File: config.mk
export PLATFORM = sky130hd
export DESIGN_NAME = shifter_display_top
export DESIGN_NICKNAME = d
export VERILOG_FILES = /design/src/design/shifter_pkg.sv /design/src/design/display_pkg.sv /design/src/design/tick_divider.sv /design/src/design/button_conditioner.sv /design/src/design/shift_control.sv /design/src/design/barrel_shifter.sv /design/src/design/hex_display_scanner.sv /design/src/design/shifter_display_top.sv
export SDC_FILE = /design/constraint.sdc
export NUM_CORES = 1
export LEC_CHECK = 0
export ABC_AREA = 1
export BUFFER_PORTS_ARGS = -buffer_cell sky130_fd_sc_hd__buf_2
export CAP_MARGIN = 20
export CORE_AREA = 5 5 130 132
export CTS_CLUSTER_DIAMETER = 100
export CTS_CLUSTER_SIZE = 28
export DETAILED_ROUTE_END_ITERATION = 7
export DIE_AREA = 0 0 135 137
export PLACE_DENSITY_LB_ADDON = 0.25
export SKIP_LAST_GASP = 1
export SLEW_MARGIN = 5
export SYNTH_ARGS = -nofsm -noshare
export SYNTH_HDL_FRONTEND = slang
export SYNTH_SLANG_ARGS = --single-unit
File: constraint.sdc
create_clock -name clk_demo -period 2.1 [get_ports clk_demo]
set_input_delay 0.315 -clock clk_demo [delete_from_list [all_inputs] [get_ports clk_demo]]
set_output_delay 0.315 -clock clk_demo [all_outputs]
set_load 0.05 [all_outputs]
File: src/design/shifter_pkg.sv
`default_nettype none

package shifter_pkg;

    ////////////////////////////////////////
    // Widths of the shifter data path
    ////////////////////////////////////////

    localparam int DATA_WIDTH  = 16;
    localparam int SHAMT_WIDTH = 4;

    // Switch word in, shifted word out
    typedef logic [DATA_WIDTH-1:0] data_word_t;

    // Amount, low two bits from left/right buttons, high two from centre
    typedef logic [SHAMT_WIDTH-1:0] shamt_t;

    // Operation currently selected on the buttons
    typedef struct packed {
        logic   dir;     // 1 = right
        logic   rotate;  // 1 = rotate, 0 = logical shift
        shamt_t amount;
    } shift_ctrl_t;

endpackage : shifter_pkg

`default_nettype wire

File: src/design/display_pkg.sv
`default_nettype none

package display_pkg;

    ////////////////////////////////////////
    // Seven-segment display
    ////////////////////////////////////////

    localparam int NUM_DIGITS = 8;
    localparam int HEX_DIGITS = 4;

    typedef logic [$clog2(NUM_DIGITS)-1:0] digit_idx_t;
    typedef logic [3:0]                    nibble_t;

    // Active low, segment a in bit 0, g in bit 6
    typedef logic [6:0]            segments_t;
    typedef logic [NUM_DIGITS-1:0] anodes_t;
    typedef logic [7:0]            led_t;

    localparam segments_t BLANK_SEGMENTS = 7'b111_1111;

    ////////////////////////////////////////
    // Buttons and timing
    ////////////////////////////////////////

    // up, down, left, right, centre
    localparam int NUM_BUTTONS = 5;

    localparam int DEBOUNCE_DIV     = 4;  // clocks per sample tick
    localparam int DEBOUNCE_SAMPLES = 3;  // equal samples to accept a level
    localparam int SCAN_DIV         = 8;  // clocks per lit digit

endpackage : display_pkg

`default_nettype wire

File: src/design/tick_divider.sv
`timescale 1ns/10ps
`default_nettype none

module tick_divider
    import display_pkg::*;
(
    input  logic clk_demo,
    input  logic reset,
    output logic sample_tick,
    output logic scan_tick
);

    logic [$clog2(DEBOUNCE_DIV)-1:0] sample_cnt;
    logic [$clog2(SCAN_DIV)-1:0]     scan_cnt;

    // Debounce sample rate
    always_ff @(posedge clk_demo) begin
        if (reset) begin
            sample_cnt  <= '0;
            sample_tick <= 1'b0;
        end else begin
            sample_tick <= (sample_cnt == DEBOUNCE_DIV - 1);
            sample_cnt  <= (sample_cnt == DEBOUNCE_DIV - 1) ? '0 : sample_cnt + 1'b1;
        end
    end

    // Digit scan rate
    always_ff @(posedge clk_demo) begin
        if (reset) begin
            scan_cnt  <= '0;
            scan_tick <= 1'b0;
        end else begin
            scan_tick <= (scan_cnt == SCAN_DIV - 1);
            scan_cnt  <= (scan_cnt == SCAN_DIV - 1) ? '0 : scan_cnt + 1'b1;
        end
    end

endmodule : tick_divider

`default_nettype wire

File: src/design/button_conditioner.sv
`timescale 1ns/10ps
`default_nettype none

module button_conditioner
    import display_pkg::*;
(
    input  logic clk_demo,
    input  logic reset,
    input  logic sample_tick,
    input  logic btn_raw,
    output logic press
);

    logic [1:0] sync;
    logic       accepted;
    logic       accepted_d;

    // Counts sample ticks on which the synced level differs from accepted
    logic [$clog2(DEBOUNCE_SAMPLES+1)-1:0] stable_cnt;

    // Raw button is asynchronous to clk_demo
    always_ff @(posedge clk_demo) begin
        if (reset) begin
            sync <= 2'b00;
        end else begin
            sync <= {sync[0], btn_raw};
        end
    end

    ////////////////////////////////////////
    // Stability counter
    ////////////////////////////////////////

    always_ff @(posedge clk_demo) begin
        if (reset) begin
            stable_cnt <= '0;
            accepted   <= 1'b0;
        end else if (sample_tick) begin
            if (sync[1] == accepted) begin
                stable_cnt <= '0;
            end else if (stable_cnt == DEBOUNCE_SAMPLES - 1) begin
                // Enough equal samples, take the new level
                accepted   <= sync[1];
                stable_cnt <= '0;
            end else begin
                stable_cnt <= stable_cnt + 1'b1;
            end
        end
    end

    always_ff @(posedge clk_demo) begin
        if (reset) begin
            accepted_d <= 1'b0;
        end else begin
            accepted_d <= accepted;
        end
    end

    // Rising edge of the accepted level only
    assign press = accepted & ~accepted_d;

endmodule : button_conditioner

`default_nettype wire

File: src/design/shift_control.sv
`timescale 1ns/10ps
`default_nettype none

module shift_control
    import shifter_pkg::*;
(
    input  logic        clk_demo,
    input  logic        reset,
    input  logic        press_dir,
    input  logic        press_rot,
    input  logic        press_sham0,
    input  logic        press_sham1,
    input  logic        press_advance,
    output shift_ctrl_t ctrl
);

    shift_ctrl_t ctrl_next;

    ////////////////////////////////////////
    // Next operation from press pulses
    ////////////////////////////////////////

    always_comb begin
        ctrl_next = ctrl;

        // Up and down buttons flip the flags
        if (press_dir) begin
            ctrl_next.dir = ~ctrl.dir;
        end
        if (press_rot) begin
            ctrl_next.rotate = ~ctrl.rotate;
        end

        // Left and right flip the low amount bits
        if (press_sham0) begin
            ctrl_next.amount[0] = ~ctrl.amount[0];
        end
        if (press_sham1) begin
            ctrl_next.amount[1] = ~ctrl.amount[1];
        end

        // Centre steps the high bits, 3 wraps to 0
        if (press_advance) begin
            ctrl_next.amount[3:2] = ctrl.amount[3:2] + 2'd1;
        end
    end

    always_ff @(posedge clk_demo) begin
        if (reset) begin
            ctrl <= '0;
        end else begin
            ctrl <= ctrl_next;
        end
    end

endmodule : shift_control

`default_nettype wire

File: src/design/barrel_shifter.sv
`timescale 1ns/10ps
`default_nettype none

module barrel_shifter
    import shifter_pkg::*;
(
    input  logic        clk_demo,
    input  logic        reset,
    input  data_word_t  data_in,
    input  shift_ctrl_t ctrl,
    output data_word_t  data_out
);

    // One entry per stage boundary, entry 0 is the input word
    data_word_t stage [SHAMT_WIDTH+1];

    // Moves a word by a fixed number of places
    function automatic data_word_t shift_stage(
        input data_word_t word,
        input int         places,
        input logic       right,
        input logic       rotate
    );
        data_word_t moved;
        data_word_t wrapped;
        if (right) begin
            moved   = word >> places;
            wrapped = word << (DATA_WIDTH - places);
        end else begin
            moved   = word << places;
            wrapped = word >> (DATA_WIDTH - places);
        end
        // Rotate puts the bits pushed out back in at the far end
        return rotate ? (moved | wrapped) : moved;
    endfunction

    ////////////////////////////////////////
    // Stages of 1, 2, 4 and 8 places
    ////////////////////////////////////////

    assign stage[0] = data_in;

    for (genvar s = 0; s < SHAMT_WIDTH; s++) begin : g_stage
        assign stage[s+1] = ctrl.amount[s]
                          ? shift_stage(stage[s], 1 << s, ctrl.dir, ctrl.rotate)
                          : stage[s];
    end

    always_ff @(posedge clk_demo) begin
        if (reset) begin
            data_out <= '0;
        end else begin
            data_out <= stage[SHAMT_WIDTH];
        end
    end

endmodule : barrel_shifter

`default_nettype wire

File: src/design/hex_display_scanner.sv
`timescale 1ns/10ps
`default_nettype none

module hex_display_scanner
    import shifter_pkg::*;
    import display_pkg::*;
(
    input  logic       clk_demo,
    input  logic       reset,
    input  logic       scan_tick,
    input  data_word_t value,
    output segments_t  seg,
    output anodes_t    an
);

    digit_idx_t digit_idx;
    nibble_t    nibble;
    segments_t  digit_segments;

    // Hex glyphs, active low, a in bit 0
    function automatic segments_t hex_to_segments(input nibble_t hex);
        case (hex)
            4'h0: return 7'h40;
            4'h1: return 7'h79;
            4'h2: return 7'h24;
            4'h3: return 7'h30;
            4'h4: return 7'h19;
            4'h5: return 7'h12;
            4'h6: return 7'h02;
            4'h7: return 7'h78;
            4'h8: return 7'h00;
            4'h9: return 7'h10;
            4'ha: return 7'h08;
            4'hb: return 7'h03;
            4'hc: return 7'h46;
            4'hd: return 7'h21;
            4'he: return 7'h06;
            default: return 7'h0e;
        endcase
    endfunction

    ////////////////////////////////////////
    // Glyph for the current digit
    ////////////////////////////////////////

    // Digit i shows bits 4i+3..4i
    assign nibble = nibble_t'(value >> {digit_idx, 2'b00});

    // Upper digits stay dark
    assign digit_segments = (digit_idx >= HEX_DIGITS) ? BLANK_SEGMENTS
                                                      : hex_to_segments(nibble);

    ////////////////////////////////////////
    // Scan registers
    ////////////////////////////////////////

    always_ff @(posedge clk_demo) begin
        if (reset) begin
            digit_idx <= '0;
            an        <= '1;
            seg       <= BLANK_SEGMENTS;
        end else if (scan_tick) begin
            // One-cold anode for the digit being shown
            an  <= ~(anodes_t'(1) << digit_idx);
            seg <= digit_segments;
            if (digit_idx == NUM_DIGITS - 1) begin
                digit_idx <= '0;
            end else begin
                digit_idx <= digit_idx + 1'b1;
            end
        end
    end

endmodule : hex_display_scanner

`default_nettype wire

File: src/design/shifter_display_top.sv
`timescale 1ns/10ps
`default_nettype none

module shifter_display_top
    import shifter_pkg::*;
    import display_pkg::*;
(
    input  logic                   clk_demo,
    input  logic                   reset,
    input  data_word_t             sw,
    input  logic [NUM_BUTTONS-1:0] btn,
    output led_t                   led,
    output segments_t              seg,
    output anodes_t                an
);

    logic                   sample_tick;
    logic                   scan_tick;
    logic [NUM_BUTTONS-1:0] press;
    shift_ctrl_t            ctrl;
    data_word_t             result;

    tick_divider u_tick_divider (
        .clk_demo    (clk_demo),
        .reset       (reset),
        .sample_tick (sample_tick),
        .scan_tick   (scan_tick)
    );

    ////////////////////////////////////////
    // Buttons: up, down, left, right, centre
    ////////////////////////////////////////

    for (genvar b = 0; b < NUM_BUTTONS; b++) begin : g_button
        button_conditioner u_button_conditioner (
            .clk_demo    (clk_demo),
            .reset       (reset),
            .sample_tick (sample_tick),
            .btn_raw     (btn[b]),
            .press       (press[b])
        );
    end

    shift_control u_shift_control (
        .clk_demo      (clk_demo),
        .reset         (reset),
        .press_dir     (press[0]),
        .press_rot     (press[1]),
        .press_sham0   (press[2]),
        .press_sham1   (press[3]),
        .press_advance (press[4]),
        .ctrl          (ctrl)
    );

    barrel_shifter u_barrel_shifter (
        .clk_demo (clk_demo),
        .reset    (reset),
        .data_in  (sw),
        .ctrl     (ctrl),
        .data_out (result)
    );

    hex_display_scanner u_hex_display_scanner (
        .clk_demo  (clk_demo),
        .reset     (reset),
        .scan_tick (scan_tick),
        .value     (result),
        .seg       (seg),
        .an        (an)
    );

    // Amount on the top four LEDs, then rotate and direction
    assign led = {ctrl.amount, ctrl.rotate, ctrl.dir, 2'b00};

endmodule : shifter_display_top

`default_nettype wire

## After elaboration in Yosys (flattened, before gate mapping)

Memories as Yosys holds them, arrays and structs flattened.
Cells that the tools add are included.

- Shift-type cells: 2
- Bitwise logic cells: 24
- $mul: 0
- Reduce and logical (&&, ||, !) cells: 7
- Multiplexer cells: 28
- $add $sub $neg: 9
- Magnitude comparators: 1
- Div/mod/pow operators: 0
- Eq/ne operators: 13

Operators with widths:

| operator | number |
|---|---|
| 16-bit two-way mux | 16 |
| 16-bit bitwise OR | 4 |
| 2-bit two-way mux | 10 |
| 16-bit by 5-bit right shift with 4-bit output | 1 |
| 3-bit AND reduction | 5 |
| 2-bit by 1-bit adder with 2-bit output (second input constant) | 7 |
| 1-bit inverter | 14 |
| 2-bit == test (second input constant) | 6 |
| 8-bit inverter | 1 |
| 1-bit by 3-bit left shift with 8-bit output (first input constant) | 1 |
| 7-bit two-way mux | 1 |
| 3-bit by 1-bit adder with 3-bit output (second input constant) | 2 |
| 3-bit == test (second input constant) | 2 |
| 1-bit bitwise AND | 5 |
| 1-bit == test | 5 |
| 2-bit OR reduction | 2 |
| 3-bit >= comparator (second input constant) | 1 |
| 3-bit two-way mux | 1 |

- Register bits after elaboration: 77
- Output and inout bits: 23
- Latch bits: 0
- Memories: 1
- Word-level logic and storage cells: 118
- Bits of input ports: 23
- ROM bits: 112
- RAM bits: 0

Memory list:

| memory | words | width | rd ports | clocked after memory_dff | write ports | RTL line | source |
|---|---|---|---|---|---|---|---|
| (no name shown) | 16 | 7 | 1 | 0 | 0 | hex_display_scanner.sv:22 | `case (hex)` |

## Logic depth before layout (Yosys ltp)

- Depth after elaboration: 16
- Mapped depth: 13
- Depth with buffers taken out: 11

## Cells and area by module

From an unflattened synthesis, not the netlist that was laid out.

- Cells, all modules: 705
- Area, all modules: 4,872.2 um2

By module, submodules not included:

| module | times used | seq. area each (um2) | cells an instance | area each (um2) |
|---|---|---|---|---|
| barrel_shifter | 1 | 320.3 | 320 | 2,028.2 |
| hex_display_scanner | 1 | 360.3 | 166 | 1,221.2 |
| button_conditioner | 5 | 120.1 | 32 | 230.2 |
| tick_divider | 1 | 140.1 | 25 | 236.5 |
| shift_control | 1 | 120.1 | 31 | 216.5 |
| shifter_display_top | 1 | 0.0 | 3 | 18.8 |

## Worst setup path before layout

Ideal clock, no wire load.

- Kind: reg-to-reg
- Start: reg u_hex_display_scanner.digit_idx[0]
- End: reg u_hex_display_scanner.seg[5]
- Library setup time: 0.126 ns
- Data arrival time: 1.653 ns
- Path buffers: 2
- Path slack: 0.322 ns
- Stages on the path, launching flop included: 13
- Data required time: 1.974 ns
- Cell sequence: dfxtp_1 > buf_6 > inv_2 > buf_6 > o21ai_0 > nand2_1 > nand2_1 > inv_1 > ha_1 > nand2_1 > o211ai_1 > a22oi_1 > nand2_1

- Cells in the longest elaborated chain, start to end: 3
- Elaborated cells on any way between the ends: 4

Ends and longest elaborated chain:

| element | RTL line | source |
|---|---|---|
| start: declaration | hex_display_scanner.sv:16 | `digit_idx_t digit_idx;` |
| start signal: assignment | hex_display_scanner.sv:69 | `digit_idx <= digit_idx + 1'b1;` |
| 16-bit by 5-bit right shift with 4-bit output | hex_display_scanner.sv:47 | `assign nibble = nibble_t'(value >> {digit_idx, 2'b00});` |
| memory read 16 x 7 bit | -- |  |
| 7-bit two-way mux * | hex_display_scanner.sv:50 | `assign digit_segments = (digit_idx >= HEX_DIGITS) ? BLANK_SEGMENTS` |
| end signal: assignment | hex_display_scanner.sv:65 | `seg <= digit_segments;` |
| end: declaration | hex_display_scanner.sv:12 | `output segments_t seg,` |

Every way passes the cells marked *; elsewhere a longest branch is shown, timed or not.
A chain may end at the register's enable or synchronous reset.

## Worst setup path in the final report

- Start: reg u_hex_display_scanner.digit_idx[1]
- End: reg u_hex_display_scanner.seg[1]

The elaborated chain is that of the path after synthesis.

==> reports/metrics.cfg <==
[floorplan]
start_util=0.295
die_x_um=135
core-area_um2=15600
boundaryPins=46
rows=46
die_y_um=137
die_area_um2=18500

[route]
antenna_left=0
wirelength_um=11200
drt_iter0_drc=199
remaining_drc_errors=0
avgViaCountPerCell=4.69
via_count=4269
first_pass_iters=4
wl_per_cell_um=12.3

[grt]
antenna_found_initial=0
overflow=0
grt.total_usage=0.128
grt_max_degree=52
grt_pass1_wl_um=19100
grt_pass1_vias=3987

[timing]
setup_violations=0
fin_skew_ns=0.00485
fmax_mhz=545
tns_ns=0
rsz0062_at_grt=no
min_period_ns=1.84
hold_viol=0
worst_pin_slew_ns=0.709
finalCritPeriodShare=0.874
drv_slew=0
maxSlewHeadroom=0.527

[logic_synthesis]
async_reset_ff_frac=0
ys.warnings.count=0
syn-cell-area_um2=4610
yosys.cell_types.count=31
synth.area.top_cells=dfxtp_1 33%, nand3_1 15%, nand2_1 12%
avgSynthCellArea_um2=6.98
postSynthCellCount=660
yosys-top-cells-count=145 x nand2_1, 139 x nand3_1, 77 x dfxtp_1
yosys.area.top_type=dfxtp_1
netlist.area_leader.share=0.335
synth-edff-count=0
synth_flop_cell=dfxtp_1
yosysMostFrequentCell=nand2_1
ys_ff_latch=77
seq_area_frac_synth=0.335

[final_layout]
num_antenna_cells=0
drive_above_1_share=0.199
nNetsFinal=728
syn_to_final_growth_pct=14.9
n_fill_cell=1652
finish.utilization=0.339

[clocking]
clock_latency_ns=0.33
tritoncts=yes
ctsHoldBuffers=0
numClockSinks=77
ctsRootBufferMaster=clkbuf_16
cts_max_path_buffers=2
htreeDepth=3
cts_buffers=9
clk_pin_slew_ns=0.06
post-cts-setup-buffers=0

[worst_setup_path]
slowest_delay_ns=0.46
end_kind=register
cp_data_required_time_ns=2.37
worstPathCellList=inv_2, nand3_1, nand2_1, nor2_1, inv_1, ha_1, inv_1, o21ai_0, o211ai_1, nand2_1
cpMaxStageDelayCell=dfxtp_1
arrival_ns=2.11
path_max_fanout=7
worst-setup-path-type=reg2reg
start_kind=register

[min_path]
hold_class=in2reg

[power_and_ir_drop]
p_int_mw=2.70
max-vdd-ir-drop_mv=0.667
p_comb_frac=0.080
p_leak_nw=2.16
p_sw_uw=753
p_seq_frac=0.438
pwr_density_cell_nw_per_um2=653
p_sw_frac=0.218
power.clock.fraction=0.481

[place]
place.gp.congestion=0.841
dp_hpwl_um=8170
port_buffers=43

[run_status]
outcome=finished clean

[job]
maxCapViolCount=0

-- area by class of cell --
cell class / instances / area [µm²] / area share
multi-input combinational: 499 / 2640 / 0.499
sequential: 77 / 1540 / 0.292
timing repair buffer: 55 / 330 / 0.0624
tap: 216 / 270 / 0.0511
clock buffer: 12 / 256 / 0.0485
inverter: 48 / 180 / 0.0340
clock inverter: 4 / 70.1 / 0.0132
-- timing repair --
item / CTS / global route
endpoints found under the hold margin: 0 / 0
setup endpoints to repair: 0 / 3
resized for setup: 0 / 2
-- metal layers --
metal | track usage | up-vias | part of all wire
li1 | - | 2244 | -
met1 | 0.160 | 1953 | 0.47
met2 | 0.219 | 60 | 0.49
met3 | 0.0301 | 12 | 0.030
met4 | 0.0403 | 0 | 0.013
met5 | 0 | - | 0
-- power by group through the flow --
stage / registers (mW) / clock network (mW) / logic (mW)
3_3_place_gp: 1.55 / 0 / 0.280
6_report: 1.51 / 1.66 / 0.277
5_1_grt: 1.52 / 1.79 / 0.320
2_1_floorplan: 1.54 / 0 / 0.204
4_1_cts: 1.51 / 1.73 / 0.280
3_5_place_dp: 1.55 / 0 / 0.277
-- kinds of logic (layout without fill, tap and decap cells) --
family | after synthesis | after routing | synth area share
AO/OA/AOI/OAI | 92 | 92 | 0.108
XOR/XNOR | 5 | 5 | 0.00951
adder cells (fa/ha/maj) | 15 | 15 | 0.0407
flip-flops | 77 | 77 | 0.335
buffers and inverters | 85 | 119 | 0.0926
AND/OR/NAND/NOR | 385 | 385 | 0.413
other | 1 | 2 | 0.000814
-- registers in the layout (all words and copies together) (netlist names) --
signal / flops
u_tick_divider.scan_tick: 1
u_barrel_shifter.data_out: 16
u_shift_control.ctrl: 6
g_button.u_button_conditioner.accepted_d: 5
u_hex_display_scanner.seg: 7
u_tick_divider.sample_cnt: 2
g_button.u_button_conditioner.accepted: 5
u_tick_divider.scan_cnt: 3
u_tick_divider.sample_tick: 1
g_button.u_button_conditioner.stable_cnt: 10
u_hex_display_scanner.an: 8
u_hex_display_scanner.digit_idx: 3
g_button.u_button_conditioner.sync: 10
-- layout by cell type, fill, tap and decap left out --
cell type,netlist,final
a21oi_1,51,51
a21oi_2,1,1
a21oi_4,2,2
a22oi_1,1,1
a31oi_1,1,1
buf_12,1,2
buf_2,6,43
buf_4,8,10
bufinv_16,0,2
clkbuf_1,15,1
clkbuf_16,0,9
clkbuf_8,0,2
clkinv_1,1,1
clkinv_2,0,2
conb_1,1,2
dfxtp_1,77,75
dfxtp_2,0,2
ha_1,15,15
inv_1,43,42
inv_2,4,5
nand2_1,145,145
nand2_2,6,6
nand3_1,139,139
nand3_2,32,32
nor2_1,41,41
nor2_4,3,3
nor3_1,1,1
nor3b_1,1,1
o211ai_1,3,3
o21ai_0,32,32
o21ai_1,1,1
or2_2,17,17
xnor2_1,5,5
-- per-stage QoR --
stage | area [µm²] | hold slack (ns) | std cells | total power, mW | setup WS, ns
after global placement | 4960 | 0.391 | 895 | 1.83 | 0.256
after CTS | 5290 | 0.161 | 911 | 3.52 | 0.172
after floorplan | 4610 | 0.388 | 661 | 1.75 | 0.322
after detailed placement | 4960 | 0.397 | 895 | 1.82 | 0.222
final | 5290 | 0.181 | 911 | 3.46 | 0.264
after global routing | 5290 | 0.187 | 911 | 3.63 | 0.0253
-- worst max-delay path, delay by kind of cell, from the launching register on --
kind / cells / cell delay, ns
AO/OA/AOI/OAI: 2 / 0.26
adder cells (fa/ha/maj): 1 / 0.32
buffers and inverters: 3 / 0.30
flip-flops: 1 / 0.46
AND/OR/NAND/NOR: 4 / 0.43
-- path summary, 6_finish.rpt --
kind / slack (ns) / cells past startpoint / from / end
setup reg to reg: 0.26 / 10 / u_hex_display_scanner.digit_idx[1] / u_hex_display_scanner.seg[1]
hold reg to reg: 0.40 / 2 / g_button[0].u_button_conditioner.sync[0] / g_button[0].u_button_conditioner.sync[1]
hold / removal: 0.18 / 3 / btn[2] / g_button[2].u_button_conditioner.sync[0]
setup / recovery: 0.26 / 10 / u_hex_display_scanner.digit_idx[1] / u_hex_display_scanner.seg[1]
Note: power is estimated with default switching activity, not from simulation.
